File: config.mk
export PLATFORM = sky130hd
export DESIGN_NAME = io_subsystem
export DESIGN_NICKNAME = d
export VERILOG_FILES = /design/src/verilog/io_pkg.sv /design/src/verilog/interval_timer.sv /design/src/verilog/io_decoder.sv /design/src/verilog/io_subsystem.sv /design/src/verilog/irq_control.sv /design/src/verilog/leds_register.sv
export SDC_FILE = /design/constraint.sdc
export NUM_CORES = 1
export LEC_CHECK = 0
export BUFFER_PORTS_ARGS = -buffer_cell sky130_fd_sc_hd__buf_2
export CORE_MARGIN = 1.5
export CORE_UTILIZATION = 60
export DETAILED_ROUTE_END_ITERATION = 10
export PLACE_DENSITY = 0.91
export RECOVER_POWER = 50
export SYNTH_ARGS = -nofsm -noshare
export SYNTH_HDL_FRONTEND = slang
export SYNTH_SLANG_ARGS = --single-unit
File: constraint.sdc
create_clock -name sys_clk -period 3.02 [get_ports sys_clk]
set_input_delay 0.604 -clock sys_clk [delete_from_list [all_inputs] [get_ports sys_clk]]
set_output_delay 0.604 -clock sys_clk [all_outputs]
set_load 0.01 [all_outputs]
File: src/verilog/io_pkg.sv
package io_pkg;

// Port bits 15..1, bit 0 is implied by the byte lanes
typedef logic [15:1] io_addr_t;
typedef logic [15:0] io_data_t;
typedef logic [1:0] io_bytesel_t;
typedef logic [7:0] irq_vec_t;
typedef logic [15:0] timer_count_t;

typedef enum logic {
    timer_idle,
    timer_counting
} timer_state_t;

// Word addresses of the mapped ports
localparam io_addr_t leds_port = 15'h7fff;          // Port 0xfffe
localparam io_addr_t irq_control_port = 15'h7ffb;   // Port 0xfff6
localparam io_addr_t timer_reload_port = 15'h0020;  // Port 0x0040
localparam io_addr_t timer_control_port = 15'h0021; // Port 0x0042

// Timer control register
localparam int timer_enable_bit = 0;

// Interrupt line driven by the timer tick
localparam int timer_irq_bit = 0;

localparam int num_leds = 8;

endpackage

File: src/verilog/interval_timer.sv
module interval_timer import io_pkg::*; (
    input  logic sys_clk,
    input  logic rst,
    input  logic cs,
    input  logic io_wr_en,
    input  io_addr_t io_addr,
    input  io_data_t io_wdata,
    output logic timer_ack,
    output io_data_t timer_rdata,
    output logic timer_tick
);

timer_state_t state;
timer_count_t reload;
timer_count_t count;
logic cs_q;
logic start;
logic ctrl_sel;
logic wr_reload;
logic wr_ctrl;
logic enabled;

assign start = cs & ~cs_q;
assign ctrl_sel = io_addr[1]; // Set for the control port
assign wr_reload = start & io_wr_en & ~ctrl_sel;
assign wr_ctrl = start & io_wr_en & ctrl_sel;
assign enabled = state == timer_counting;

// Bus side
always_ff @(posedge sys_clk) begin
    if (rst) begin
        cs_q <= 1'b0;
        timer_ack <= 1'b0;
        timer_rdata <= '0;
    end else begin
        cs_q <= cs;
        timer_ack <= start;
        timer_rdata <= '0;
        if (start && !io_wr_en)
            timer_rdata <= ctrl_sel ? io_data_t'(enabled) : count; // Live count
    end
end

always_ff @(posedge sys_clk) begin
    if (rst)
        reload <= '0;
    else if (wr_reload)
        reload <= io_wdata;
end

// Count down to zero, then reload and tick: N+1 cycles per period
always_ff @(posedge sys_clk) begin
    if (rst) begin
        state <= timer_idle;
        count <= '0;
        timer_tick <= 1'b0;
    end else begin
        timer_tick <= 1'b0;
        if (wr_ctrl) begin
            if (io_wdata[timer_enable_bit]) begin
                count <= reload;
                state <= timer_counting;
            end else begin
                state <= timer_idle; // Count holds where it stopped
            end
        end else begin
            case (state)
            timer_counting: begin
                if (count == '0) begin
                    count <= reload;
                    timer_tick <= 1'b1;
                end else begin
                    count <= count - 1'b1;
                end
            end
            default: ;
            endcase
        end
    end
end

endmodule

File: src/verilog/io_decoder.sv
module io_decoder import io_pkg::*; (
    input  logic sys_clk,
    input  logic rst,
    input  logic io_access,
    input  io_addr_t io_addr,
    output logic leds_cs,
    output logic timer_cs,
    output logic irq_cs,
    output logic default_ack
);

logic default_sel;
logic default_q;

always_comb begin
    leds_cs = 1'b0;
    timer_cs = 1'b0;
    irq_cs = 1'b0;
    default_sel = 1'b0;

    if (io_access) begin
        priority case (io_addr)
        leds_port: leds_cs = 1'b1;
        irq_control_port: irq_cs = 1'b1;
        // Both timer ports go to the one target
        timer_reload_port, timer_control_port: timer_cs = 1'b1;
        default: default_sel = 1'b1; // Unmapped port
        endcase
    end
end

// Unmapped accesses still need an ack, one per access
always_ff @(posedge sys_clk) begin
    if (rst) begin
        default_q <= 1'b0;
        default_ack <= 1'b0;
    end else begin
        default_q <= default_sel;
        default_ack <= default_sel & ~default_q;
    end
end

endmodule

File: src/verilog/io_subsystem.sv
module io_subsystem import io_pkg::*; (
    input  logic sys_clk,
    input  logic rst,
    input  logic io_access,
    input  io_addr_t io_addr,
    input  logic io_wr_en,
    input  io_bytesel_t io_bytesel,
    input  io_data_t io_wdata,
    output io_data_t io_rdata,
    output logic io_ack,
    output logic [num_leds-1:0] leds,
    output logic intr,
    output irq_vec_t irq_test
);

logic leds_cs;
logic timer_cs;
logic irq_cs;
logic leds_ack;
logic timer_ack;
logic irq_ack;
logic default_ack;
logic timer_tick;
io_data_t leds_rdata;
io_data_t timer_rdata;
io_data_t irq_rdata;

// Idle targets drive zero, so plain OR is enough
assign io_ack = leds_ack | timer_ack | irq_ack | default_ack;
assign io_rdata = leds_rdata | timer_rdata | irq_rdata;

io_decoder u_io_decoder (
    .sys_clk     (sys_clk),
    .rst         (rst),
    .io_access   (io_access),
    .io_addr     (io_addr),
    .leds_cs     (leds_cs),
    .timer_cs    (timer_cs),
    .irq_cs      (irq_cs),
    .default_ack (default_ack)
);

leds_register u_leds_register (
    .sys_clk    (sys_clk),
    .rst        (rst),
    .cs         (leds_cs),
    .io_wr_en   (io_wr_en),
    .io_bytesel (io_bytesel),
    .io_wdata   (io_wdata),
    .leds_ack   (leds_ack),
    .leds_rdata (leds_rdata),
    .leds       (leds)
);

interval_timer u_interval_timer (
    .sys_clk     (sys_clk),
    .rst         (rst),
    .cs          (timer_cs),
    .io_wr_en    (io_wr_en),
    .io_addr     (io_addr),
    .io_wdata    (io_wdata),
    .timer_ack   (timer_ack),
    .timer_rdata (timer_rdata),
    .timer_tick  (timer_tick)
);

irq_control u_irq_control (
    .sys_clk    (sys_clk),
    .rst        (rst),
    .cs         (irq_cs),
    .io_wr_en   (io_wr_en),
    .io_bytesel (io_bytesel),
    .io_wdata   (io_wdata),
    .timer_tick (timer_tick),
    .irq_ack    (irq_ack),
    .irq_rdata  (irq_rdata),
    .irq_test   (irq_test),
    .intr       (intr)
);

endmodule

File: src/verilog/irq_control.sv
module irq_control import io_pkg::*; (
    input  logic sys_clk,
    input  logic rst,
    input  logic cs,
    input  logic io_wr_en,
    input  io_bytesel_t io_bytesel,
    input  io_data_t io_wdata,
    input  logic timer_tick,
    output logic irq_ack,
    output io_data_t irq_rdata,
    output irq_vec_t irq_test,
    output logic intr
);

irq_vec_t pending;
irq_vec_t pending_next;
irq_vec_t test_next;
irq_vec_t clear_mask;
irq_vec_t tick_vec;
logic cs_q;
logic start;
logic wr;

assign start = cs & ~cs_q;
assign wr = start & io_wr_en;

always_comb begin
    test_next = irq_test;
    clear_mask = '0;
    tick_vec = '0;

    // Test lines sit above the timer line
    if (wr && io_bytesel[0])
        test_next = {io_wdata[6:0], 1'b0};
    if (wr && io_bytesel[1])
        clear_mask = io_wdata[15:8]; // Write one to clear

    tick_vec[timer_irq_bit] = timer_tick;
    // New sources win over a clear in the same cycle
    pending_next = (pending & ~clear_mask) | test_next | tick_vec;
end

always_ff @(posedge sys_clk) begin
    if (rst) begin
        cs_q <= 1'b0;
        irq_ack <= 1'b0;
        irq_rdata <= '0;
        irq_test <= '0;
        pending <= '0;
        intr <= 1'b0;
    end else begin
        cs_q <= cs;
        irq_ack <= start;
        irq_rdata <= '0;
        if (start && !io_wr_en)
            irq_rdata <= {irq_test, pending};
        irq_test <= test_next;
        pending <= pending_next;
        intr <= |pending_next; // Tracks pending without extra delay
    end
end

endmodule

File: src/verilog/leds_register.sv
module leds_register import io_pkg::*; (
    input  logic sys_clk,
    input  logic rst,
    input  logic cs,
    input  logic io_wr_en,
    input  io_bytesel_t io_bytesel,
    input  io_data_t io_wdata,
    output logic leds_ack,
    output io_data_t leds_rdata,
    output logic [num_leds-1:0] leds
);

logic cs_q;
logic start;

assign start = cs & ~cs_q; // First cycle of the access

always_ff @(posedge sys_clk) begin
    if (rst) begin
        cs_q <= 1'b0;
        leds_ack <= 1'b0;
        leds_rdata <= '0;
        leds <= '0;
    end else begin
        cs_q <= cs;
        leds_ack <= start;
        leds_rdata <= '0;
        if (start && !io_wr_en)
            leds_rdata <= io_data_t'(leds);
        if (start && io_wr_en && io_bytesel[0])
            leds <= io_wdata[num_leds-1:0];
    end
end

endmodule
## Word level (Yosys, flattened, before mapping)

Cells that the tools add are included.

| cells by class | value |
|---|---|
| $add $sub $neg | 1 |
| equality and inequality tests | 5 |
| multiplexer cells | 17 |
| bitwise operators | 26 |
| reduce and logical (&&, ||, !) cells | 19 |

Operators with widths:

| kind | number |
|---|---|
| 16-bit 2-to-1 mux | 4 |
| 16-bit bitwise OR | 2 |
| 15-bit == test, second input constant | 2 |
| 15-bit by 6-bit == test with 1-bit output, second input constant | 2 |
| 16-bit zero test | 1 |
| 8-bit 2-to-1 mux | 2 |
| 16-bit by 1-bit subtractor with 16-bit output, second input constant | 1 |
| 1-bit 2-to-1 mux | 11 |
| 1-bit NOT | 9 |
| 1-bit bitwise AND | 8 |
| 8-bit bitwise AND | 1 |
| 8-bit NOT | 1 |
| 8-bit by 1-bit bitwise OR with 8-bit output | 1 |
| 8-bit bitwise OR | 1 |
| 2-bit OR reduction | 4 |
| 8-bit OR reduction | 1 |
| 1-bit logical AND | 7 |
| 3-bit OR reduction | 2 |
| 4-bit OR reduction | 1 |
| 1-bit bitwise OR | 3 |
| 2-bit != test, second input constant | 1 |
| 2-bit AND reduction | 1 |
| 2-bit nonzero test | 1 |
| 1-bit zero test | 1 |

| storage, ports and cells | value |
|---|---|
| flip-flop bits (word level) | 115 |
| input bits | 37 |
| output and inout port bits | 34 |
| word-level logic and storage cells | 89 |

## Longest topological paths before layout

Gate-level depths: netlist of run 1.

| logic depth | value |
|---|---|
| depth after elaboration | 12 |
| gate-level depth with buffers | 9 |
| mapped depth without buffers | 7 |

## Hierarchy

Synthesis of run 1 repeated with hierarchy kept, for this count alone.

| second synthesis, totals | value |
|---|---|
| cells, all modules | 464 |
| area, all modules | 4391.7 um^2 |

Modules (own cells, without submodules):

| module | instances | cells each | area each (um^2) | seq. area each (um^2) |
|---|---|---|---|---|
| interval_timer | 1 | 247 | 2194.6 | 1041.0 |
| irq_control | 1 | 115 | 1211.2 | 700.7 |
| leds_register | 1 | 66 | 721.9 | 360.3 |
| io_decoder | 1 | 19 | 156.4 | 40.0 |
| io_subsystem | 1 | 17 | 107.6 | 0.0 |

## Worst setup path before layout of run 1

Ideal clock, no wire load.

| timing path | value |
|---|---|
| path kind | input to register |
| start point | input port io_addr[11] |
| end point | register u_interval_timer.count[1] |
| library setup time | 0.132 ns |
| data arrival time | 2.021 ns |
| data required time | 2.888 ns |
| slack | 0.867 ns |
| cell stages on the path | 8 |
| buffers on the path | 2 |
| cell sequence | nor4_1 > nand4_1 > buf_2 > o21a_1 > or2_2 > buf_2 > o21ai_0 > a21oi_1 |

| on the way | value |
|---|---|
| cells in the longest elaborated chain, start to end | 9 |
| elaborated cells on any way between the ends | 12 |
| those cells by class | eq/ne (3); mux (3); bitwise (3); reduce/logical (3) |

RTL lines:

| what | line | source |
|---|---|---|
| start, declared | io_subsystem.sv:5 | `input io_addr_t io_addr,` |
| 15-bit by 6-bit == test with 1-bit output | io_decoder.sv:22 | `priority case (io_addr)` |
| 2-bit OR reduction (*) | n/a |  |
| 1-bit 2-to-1 mux (*) | io_decoder.sv:22 |  |
| 1-bit 2-to-1 mux (*) | io_decoder.sv:21 | `if (io_access) begin` |
| 1-bit bitwise AND (*) | interval_timer.sv:23 | `assign start = cs & ~cs_q;` |
| 1-bit bitwise AND (*) (2 in series) | interval_timer.sv:26 | `assign wr_ctrl = start & io_wr_en & ctrl_sel;` |
| 2-bit != test (no line) / 2-bit nonzero test (equally long branches) | n/a |  |
| 2-bit AND reduction (no line) | n/a |  |
| end signal, assigned | interval_timer.sv:61 | `count <= reload;` |
| end signal, assigned | interval_timer.sv:70 | `count <= reload;` |
| end signal, assigned | interval_timer.sv:73 | `count <= count - 1'b1;` |
| end, declared | interval_timer.sv:15 | `timer_count_t count;` |

Every way passes the cells marked *; elsewhere a longest branch is shown, timed or not.
A chain may end at the register's enable or synchronous reset.

## Final worst setup path of run 1

| timing path | value |
|---|---|
| start point | input port io_addr[2] |
| end point | register u_interval_timer.count[14] |

Same word-level chain as after synthesis.

==> reports/metrics.yaml, run 1 <==
synthesis:
  yosysWarnings: 0
  synth_ff_type: "dfxtp_1"
  synth-edff-count: 0
  synth_top_area_share_pct: 50.49
  synth_fp_nets: 505
  syn_avg_cell_area_sq_um: 9.105
  synth_area_sq_um: 4243
  synth_cells: 466
  ys_ff_latch: 107
  ys_top_cells_by_area: "dfxtp_1 (50%), and2_1 (6.9%), nand2_1 (4.4%)"
  synthArstFlopShare_pct: 0
  yosysTopAreaCell: "dfxtp_1"
  synth_seq_area_share_pct: 50.49
  synth.distinct_cells: 51
  yosysMostFrequentCell: "dfxtp_1"
  synthTopCellsByCount: "dfxtp_1 (107), nand2_1 (50), and2_1 (47)"
pwr:
  peakVddDrop_mv: 0.4265
  p_leak_nw: 1.940
  p_comb_share_pct: 2.8
  p_int_mw: 1.842
  p_sw_share_pct: 23.47
  p_per_area_nw_per_um2: 502.4
  p_sw_mw: 0.5647
  clockPowerShare_pct: 38.6
  p_total_mw: 2.406
  sequentialPowerShare_pct: 58.7
critical_path:
  cp-end-kind: "register"
  critical_path_required_ns: 3.30
  cp_slowest_cell: "nor2_1"
  slowest_delay_ns: 0.74
  crit_path_max_fanout: 15
  cp.arrival_ns: 2.91
  critPathKind: "in2reg"
  crit_chain: "buf_2 -> nor4b_2 -> nand4_1 -> o21a_1 -> nor2_1 -> o21ai_0 -> o311a_1"
  start_kind: "input port"
floorplan:
  dieArea_sq_um: 7585
  die_h_microns: 87.09
  rows: 30
  io_pins: 71
  die_w_microns: 87.09
  core_area_sq_um: 6832
  start_util_pct: 62.11
global_routing:
  grt_util_all_layers_pct: 27.83
  grt_max_degree: 60
  antenna_found_initial: 0
  grt_pass1_wl_microns: 15910
  overflow: 0
  grt_pass1_vias: 3386
cts:
  htreeDepth: 3
  cts_buffers: 9
  cts_tree: "built"
  clk_pin_slew_ns: 0.10
  insertion_delay_ns: 0.38
  clock_sinks: 107
  ctsResizeCount: 0
  cts_root_buffer: "clkbuf_8"
  cts.hold.buffers_added: 0
  post-cts-setup-buffers: 0
  cts_buffer_depth: 2
place:
  place.gp.congestion: 0.9279
  hpwl_microns: 7464
  numPortBuffers: 70
layout:
  nFillCells: 560
  layout-drive-gt1-share_pct: 14.23
  nets: 568
  diodes: 0
  syn_to_final_growth_pct: 12.89
flow_run:
  drv_cap: 0
timing:
  slew_headroom_pct: 22.09
  min_period_over_period_pct: 87.33
  setup_viol: 0
  fin_tns_setup_ns: 0
  fin_hold_ws_ns: 0.4128
  worstMarginPinSlew_ns: 1.164
  skew_ns: 0.006642
  max_clock_freq_mhz: 379.2
  period_minus_slack_ns: 2.637
  drv_slew: 0
  finalHoldViolCount: 0
  grt_setup_unrepaired: "false"
routing:
  drtPass1Iterations: 5
  drc_errors: 0
  vias: 3639
  drt-initial-drc-count: 349
  routed_wl_microns: 10190
  final_antenna_net_count: 0
  avgRoutedWirePerCell_microns: 16.18
  viasPerCell: 5.776
min_path:
  hp-class: "reg2reg"
status:
  status: "finished clean"
-- power by group through the flow --
stage | Clock, mW | Combinational, mW | Sequential (mW)
final | 0.928 | 0.0668 | 1.41
after global routing | 0.979 | 0.0717 | 1.41
after CTS | 0.930 | 0.0667 | 1.41
after detailed placement | 0 | 0.0665 | 1.44
after global placement | 0 | 0.0647 | 1.44
after floorplan | 0 | 0.0242 | 1.44
-- stage by stage --
stage	cell area (sq um)	setup slack (ns)	instances	utilization [%]
after floorplan	4243	0.8668	466	-
after global placement	4639	0.1818	614	67.91
after detailed placement	4639	0.002582	614	67.91
after CTS	4857	0.4060	630	71.10
after global routing	4790	0.1392	630	70.11
final	4790	0.3827	630	70.11
-- per-layer routing --
layer,vias up,GRT usage [%],wire length (microns)
met5,-,0,0
met4,0,11.54,270
met3,31,7.583,712
met2,176,47.99,5048
met1,1707,32.69,4160
li1,1725,-,-
-- cell families (layout without fill, tap and decap cells) --
logic type               count (synthesis)  after routing  synth area share [%]
AND/OR/NAND/NOR                        230            230                 30.26
flip-flops                             107            107                 50.49
AO/OA/AOI/OAI                           83             83                 11.74
buffers and inverters                   27             95                 2.890
multiplexers                            17             17                 4.040
adder cells (fa/ha/maj)                  2              2                0.5897
-- cell type report --
class / count / area, sq um / area share (%)
Inverter: 5 / 18.77 / 0.3918
Clock inverter: 7 / 93.84 / 1.959
Tap cell: 96 / 120.1 / 2.508
Multi-Input combinational cell: 332 / 1966 / 41.04
Clock buffer: 9 / 123.9 / 2.586
Sequential cell: 107 / 2142 / 44.72
Timing Repair Buffer: 74 / 325.3 / 6.792
-- flip-flops by register name (all words and copies together), names as in the netlist --
signal and count:
u_interval_timer.count 16, u_interval_timer.reload 16, u_interval_timer.timer_rdata 16, u_irq_control.irq_rdata 16, u_irq_control.irq_test 8, u_irq_control.pending 8
u_leds_register.leds 8, u_leds_register.leds_rdata 8, u_interval_timer.cs_q 1, u_interval_timer.enabled 1, u_interval_timer.timer_ack 1, u_interval_timer.timer_tick 1
u_io_decoder.default_ack 1, u_io_decoder.default_q 1, u_irq_control.cs_q 1, u_irq_control.intr 1, u_irq_control.irq_ack 1, u_leds_register.cs_q 1
u_leds_register.leds_ack 1
-- placed cells by master (no fill, tap or decap), drive strengths merged, types with 3 or more instances in the layout --
cell,instances
nor2b,9
clkbuf,47
nor3,16
inv,8
a211oi,5
dfxtp,107
or4,4
a21oi,35
a21boi,7
nand3,6
nand2,50
nor4,11
nand2b,3
and4bb,3
or3,10
nor2,47
and2,47
a21o,3
mux2i,16
nand4,6
buf,36
or2,9
o21ai,22
-- critical path: cells and delay by family --
| family | cells | cell delay, ns |
|---|---|---|
| AO/OA/AOI/OAI | 3 | 0.75 |
| AND/OR/NAND/NOR | 3 | 1.42 |
| buffers and inverters | 1 | 0.14 |
-- final timing paths --
kind	endpoint	cells after the start	slack, ns	start
hold reg to reg	u_io_decoder.default_ack	1	0.41	u_io_decoder.default_q
setup reg to reg	u_interval_timer.count[3]	7	0.44	u_interval_timer.count[0]
setup / recovery	u_interval_timer.count[14]	7	0.38	io_addr[2]
hold / removal	u_io_decoder.default_ack	1	0.41	u_io_decoder.default_q
No activity file was read; power rests on OpenSTA's default activity.
==> run 2: changes to the inputs <==
--- a/config.mk
+++ b/config.mk
@@ -11,4 +11,5 @@
 export DETAILED_ROUTE_END_ITERATION = 10
-export PLACE_DENSITY = 0.91
+export PLACE_DENSITY = 0.84
 export RECOVER_POWER = 50
+export SLEW_MARGIN = 40
 export SYNTH_ARGS = -nofsm -noshare
--- a/constraint.sdc
+++ b/constraint.sdc
@@ -3,2 +3,2 @@
 set_output_delay 0.604 -clock sys_clk [all_outputs]
-set_load 0.01 [all_outputs]
+set_load 0.005 [all_outputs]
==> reports/metrics.yaml, run 2 (same netlist as run 1, synthesis figures left out) <==
layout:
  finish.utilization_pct: 70.53
  nets: 570
  layout-drive-gt1-share_pct: 17.54
  mostFrequentLayoutCell: "dfxtp_1"
  diodes: 0
  syn_to_final_growth_pct: 13.57
  layout_common_cells: "dfxtp_1 (107), buf_2 (51), nand2_1 (50)"
  final_cells: 632
critical_path:
  crit_path_frequent_cell: "clkbuf_1"
  crit_chain: "clkbuf_1 -> nor4b_1 -> nand4_1 -> clkbuf_1 -> nor4_4 -> or2_2 -> a21oi_1 -> a2111oi_2"
  path_delay_family: "simple AND/OR/NAND/NOR gates"
  start_kind: "input port"
  critPathKind: "in2reg"
  cp_num_buf_inv: 2
  cp_slowest_cell: "nor4_4"
  critical_path_required_ns: 3.30
  cp.arrival_ns: 2.91
  slowest_delay_ns: 0.38
  cp-end-kind: "register"
  crit_path_max_fanout: 14
global_routing:
  grt_pass1_wl_microns: 15810
  antenna_found_initial: 0
  overflow: 0
  grt_util_all_layers_pct: 27.63
  grt_max_degree: 60
  grt_pass1_vias: 3311
status:
  status: "finished clean"
cts:
  cts_buffer_depth: 2
  post-cts-setup-buffers: 0
  cts.hold.buffers_added: 0
  ctsResizeCount: 0
  htreeDepth: 3
  clock_sinks: 107
  cts_root_buffer: "clkbuf_8"
  cts_buffers: 9
  cts_tree: "built"
  insertion_delay_ns: 0.38
  clk_pin_slew_ns: 0.10
pwr:
  p_leak_nw: 2.017
  p_comb_share_pct: 2.8
  clockPowerShare_pct: 38.0
  p_per_area_nw_per_um2: 494.1
  p_int_mw: 1.837
  p_sw_share_pct: 22.86
  p_sw_mw: 0.5443
  peakVddDrop_mv: 0.4290
  sequentialPowerShare_pct: 59.3
routing:
  drc_errors: 0
  vias: 3533
  drtPass1Iterations: 4
  viasPerCell: 5.590
  final_antenna_net_count: 0
  drt-initial-drc-count: 246
  routed_wl_microns: 10030
  avgRoutedWirePerCell_microns: 15.87
timing:
  min_period_over_period_pct: 87.16
  skew_ns: 0.01163
  fin_tns_setup_ns: 0
  slew_headroom_pct: 58.74
  grt_setup_unrepaired: "false"
  fin_hold_ws_ns: 0.3951
  setup_viol: 0
  period_minus_slack_ns: 2.632
  max_clock_freq_mhz: 379.9
  worstMarginPinSlew_ns: 0.6189
  finalHoldViolCount: 0
  drv_slew: 0
place:
  placed_cells: 615
  hpwl_microns: 7346
  place.gp.congestion: 0.8589
  numPortBuffers: 70
floorplan:
  core_area_sq_um: 6832
  dieArea_sq_um: 7585
  die_w_microns: 87.09
  rows: 30
  start_util_pct: 62.11
  io_pins: 71
  die_h_microns: 87.09
min_path:
  hp-class: "reg2reg"
flow_run:
  drv_cap: 0
-- run 2: path summary, 6_finish.rpt --
kind | from | cells after the start | endpoint | slack (ns)
setup reg to reg | u_interval_timer.count[7] | 6 | u_interval_timer.count[7] | 0.54
hold reg to reg | u_io_decoder.default_q | 1 | u_io_decoder.default_ack | 0.40
hold / removal | u_io_decoder.default_q | 1 | u_io_decoder.default_ack | 0.40
setup / recovery | io_addr[2] | 8 | u_interval_timer.count[12] | 0.39
-- run 2: routing by layer --
metal	track usage, %	part of all wire [%]
met2	46.09	50
met4	11.54	3.0
met3	6.161	4.0
met5	0	0
met1	34.55	43
-- run 2: through the flow --
stage	setup WS (ns)	total power, mW	cell area [sq um]
global placement	0.3617	1.509	4647
detailed placement	0.1774	1.511	4653
CTS	0.5356	2.387	4862
finish	0.3877	2.381	4818
floorplan	0.8668	1.468	4243
global route	0.2084	2.454	4818
-- run 2: power by group through the flow --
stage          combinational, mW  clock (mW)  sequential (mW)
3_3_place_gp              0.0649           0             1.44
6_report                  0.0656       0.904             1.41
3_5_place_dp              0.0664           0             1.44
5_1_grt                   0.0717       0.970             1.41
2_1_floorplan             0.0239           0             1.44
4_1_cts                   0.0667       0.909             1.41
-- run 2: layout make-up --
class / count / area (sq um)
Multi-Input combinational cell: 332 / 1968
Clock buffer: 10 / 127.6
Fill cell: 567 / 2013
Clock inverter: 6 / 81.33
Sequential cell: 107 / 2142
Inverter: 5 / 18.77
Tap cell: 96 / 120.1
Timing Repair Buffer: 76 / 360.3
-- run 2: worst register-to-register path: cells and delay by family, from the launching register on --
kind             cells  cell delay (ns)
AO/OA/AOI/OAI        3             0.82
flip-flops           1             0.40
AND/OR/NAND/NOR      3             1.18
==> run 3: changes to the inputs <==
Settings changed: ABC_AREA from default to 1.
==> reports/metrics.yaml, run 3 <==
status:
  status: "finished clean"
global_routing:
  grt_util_all_layers_pct: 28.96
  overflow: 0
  grt_pass1_vias: 3586
  grt_max_degree: 33
  antenna_found_initial: 1
  grt_pass1_wl_microns: 16990
timing:
  skew_ns: 0.01536
  period_minus_slack_ns: 2.420
  drv_slew: 0
  fin_tns_setup_ns: 0
  min_period_over_period_pct: 80.12
  worstMarginPinSlew_ns: 1.171
  max_clock_freq_mhz: 413.3
  finalHoldViolCount: 0
  grt_setup_unrepaired: "false"
  setup_viol: 0
  slew_headroom_pct: 21.96
critical_path:
  critPathKind: "in2reg"
  worstReg2RegEnd: "u_interval_timer.count[14]"
  start_kind: "input port"
  reg2reg_slack_ns: 1.06
  cp-end-kind: "register"
  crit_path_max_fanout: 26
  r2r_cells: 10
  r2r-start: "u_interval_timer.count[0]"
  cp.arrival_ns: 2.68
  critical_path_required_ns: 3.28
synthesis:
  synthTopCellsByCount: "nand2_1 (118), dfxtp_1 (107), inv_1 (74)"
  synthArstFlopShare_pct: 0
  synth_ff_type: "dfxtp_1"
  synth_fp_nets: 609
  ys_top_cells_by_area: "dfxtp_1 (49%), nand2_1 (10%), inv_1 (6.4%)"
  yosysTopAreaCell: "dfxtp_1"
  yosysMostFrequentCell: "nand2_1"
  synth_cells: 570
  synth_top_area_share_pct: 49.28
  synth-edff-count: 0
  synth.distinct_cells: 38
  syn_avg_cell_area_sq_um: 7.626
  ys_ff_latch: 107
  yosysWarnings: 0
  synth_seq_area_share_pct: 49.28
  synth_area_sq_um: 4347
cts:
  post-cts-setup-buffers: 0
  clock_sinks: 107
  htreeDepth: 3
  cts_tree: "built"
  cts.hold.buffers_added: 0
  clk_pin_slew_ns: 0.10
  cts_root_buffer: "clkbuf_8"
  cts_buffers: 9
  ctsResizeCount: 0
  insertion_delay_ns: 0.38
  cts_buffer_depth: 2
routing:
  drt-initial-drc-count: 266
  vias: 3810
  avgRoutedWirePerCell_microns: 14.23
  drtPass1Iterations: 4
  routed_wl_microns: 10490
  final_antenna_net_count: 0
  viasPerCell: 5.170
  drc_errors: 0
floorplan:
  dieArea_sq_um: 7764
  start_util_pct: 62.93
  die_h_microns: 88.12
  rows: 30
  io_pins: 71
  die_w_microns: 88.12
  core_area_sq_um: 6907
place:
  place.gp.congestion: 0.9297
  hpwl_microns: 7895
  numPortBuffers: 70
pwr:
  p_comb_share_pct: 3.1
  p_per_area_nw_per_um2: 494.7
  p_leak_nw: 2.251
  p_sw_mw: 0.5791
  p_sw_share_pct: 23.91
  clockPowerShare_pct: 38.6
  p_total_mw: 2.423
  p_int_mw: 1.843
  sequentialPowerShare_pct: 58.3
  peakVddDrop_mv: 0.3432
layout:
  diodes: 0
  nets: 675
  mostFrequentLayoutCell: "nand2_1"
  syn_to_final_growth_pct: 12.67
  layout-drive-gt1-share_pct: 16.38
  layout_common_cells: "nand2_1 (118), dfxtp_1 (107), inv_1 (74)"
min_path:
  holdPathStages: 1
  hp-class: "reg2reg"
  min_from: "u_io_decoder.default_q"
  whs_endpoint: "u_io_decoder.default_ack"
flow_run:
  drv_cap: 0
==> run 3: cell count changes in the layout (fill, tap and decap cells not counted), moves of 10 or more <==
cell	previous run	this run
nand3_1	6	22
nor2_1	45	72
mux2i_1	16	0
nand4_1	4	14
nand2_1	50	118
and2_1	33	0
inv_1	5	74
o21ai_0	18	37
and2_0	14	0
==> run 3: power by group through the flow <==
stage	Sequential (mW)	Clock [mW]	Combinational (mW)
5_1_grt	1.41	1.00	0.0828
4_1_cts	1.41	0.940	0.0756
3_3_place_gp	1.44	0	0.0735
2_1_floorplan	1.44	0	0.0322
3_5_place_dp	1.44	0	0.0755
6_report	1.41	0.935	0.0753
==> run 3: worst max-delay path, stage by stage <==
cell and delay, ns:
clkbuf_1 0.84, inv_2 0.43, nand2_4 0.19, nor3_1 0.08
nand2_1 0.08, or2_1 0.10, buf_4 0.24, nor2_1 0.09
==> run 3: final cells by class <==
class / instances / area, sq um
clock buffers: 9 / 123.9
flip-flops and latches: 107 / 2142
repair buffers: 73 / 349.1
inverters: 78 / 292.8
fillers: 605 / 2009
well taps: 96 / 120.1
clock inverters: 7 / 93.84
multi-input cells: 367 / 1775
==> run 3: metrics by stage <==
step | setup slack (ns) | area [sq um] | cells | utilization [%] | hold WS [ns]
floorplan | 1.174 | 4347 | 570 | - | 0.3682
global placement | 0.5755 | 4726 | 721 | 68.42 | 0.3752
detailed placement | 0.5475 | 4726 | 721 | 68.42 | 0.3815
CTS | 0.9366 | 4943 | 737 | 71.58 | 0.3947
global route | 0.4849 | 4897 | 737 | 70.91 | 0.4152
finish | 0.6004 | 4897 | 737 | 70.91 | 0.3904
==> run 3: how the worst max path moves through the flow <==
stage          startpoint                              end  slack [ns]  cells past startpoint
3_3_place_gp   io_addr[0]               u_irq_control.intr        0.58                     13
3_5_place_dp   io_addr[0]               u_irq_control.intr        0.55                     12
2_1_floorplan  io_addr[2]       u_interval_timer.count[14]        1.17                     10
4_1_cts        io_addr[0]               u_irq_control.intr        0.94                     13
6_report              rst  u_interval_timer.timer_rdata[1]        0.60                      8
5_1_grt               rst  u_interval_timer.timer_rdata[1]        0.48                      8
==> run 3: per-layer routing <==
| layer | track usage (%) | share of wire [%] |
|---|---|---|
| met1 | 39.28 | 46 |
| met2 | 45.18 | 45 |
| met3 | 7.634 | 7.5 |
| met4 | 9.517 | 2.0 |
| met5 | 0 | 0 |
==> run 3: cell families (layout without fill, tap and decap cells) <==
kind of cell             count (synthesis)  after routing  share of synthesized area (%)
AO/OA/AOI/OAI                           74             74                          8.751
buffers and inverters                   96            167                          9.355
flip-flops                             107            107                          49.28
XOR/XNOR                                 9              9                          1.814
adder cells (fa/ha/maj)                  2              2                         0.5756
AND/OR/NAND/NOR                        282            282                          30.22
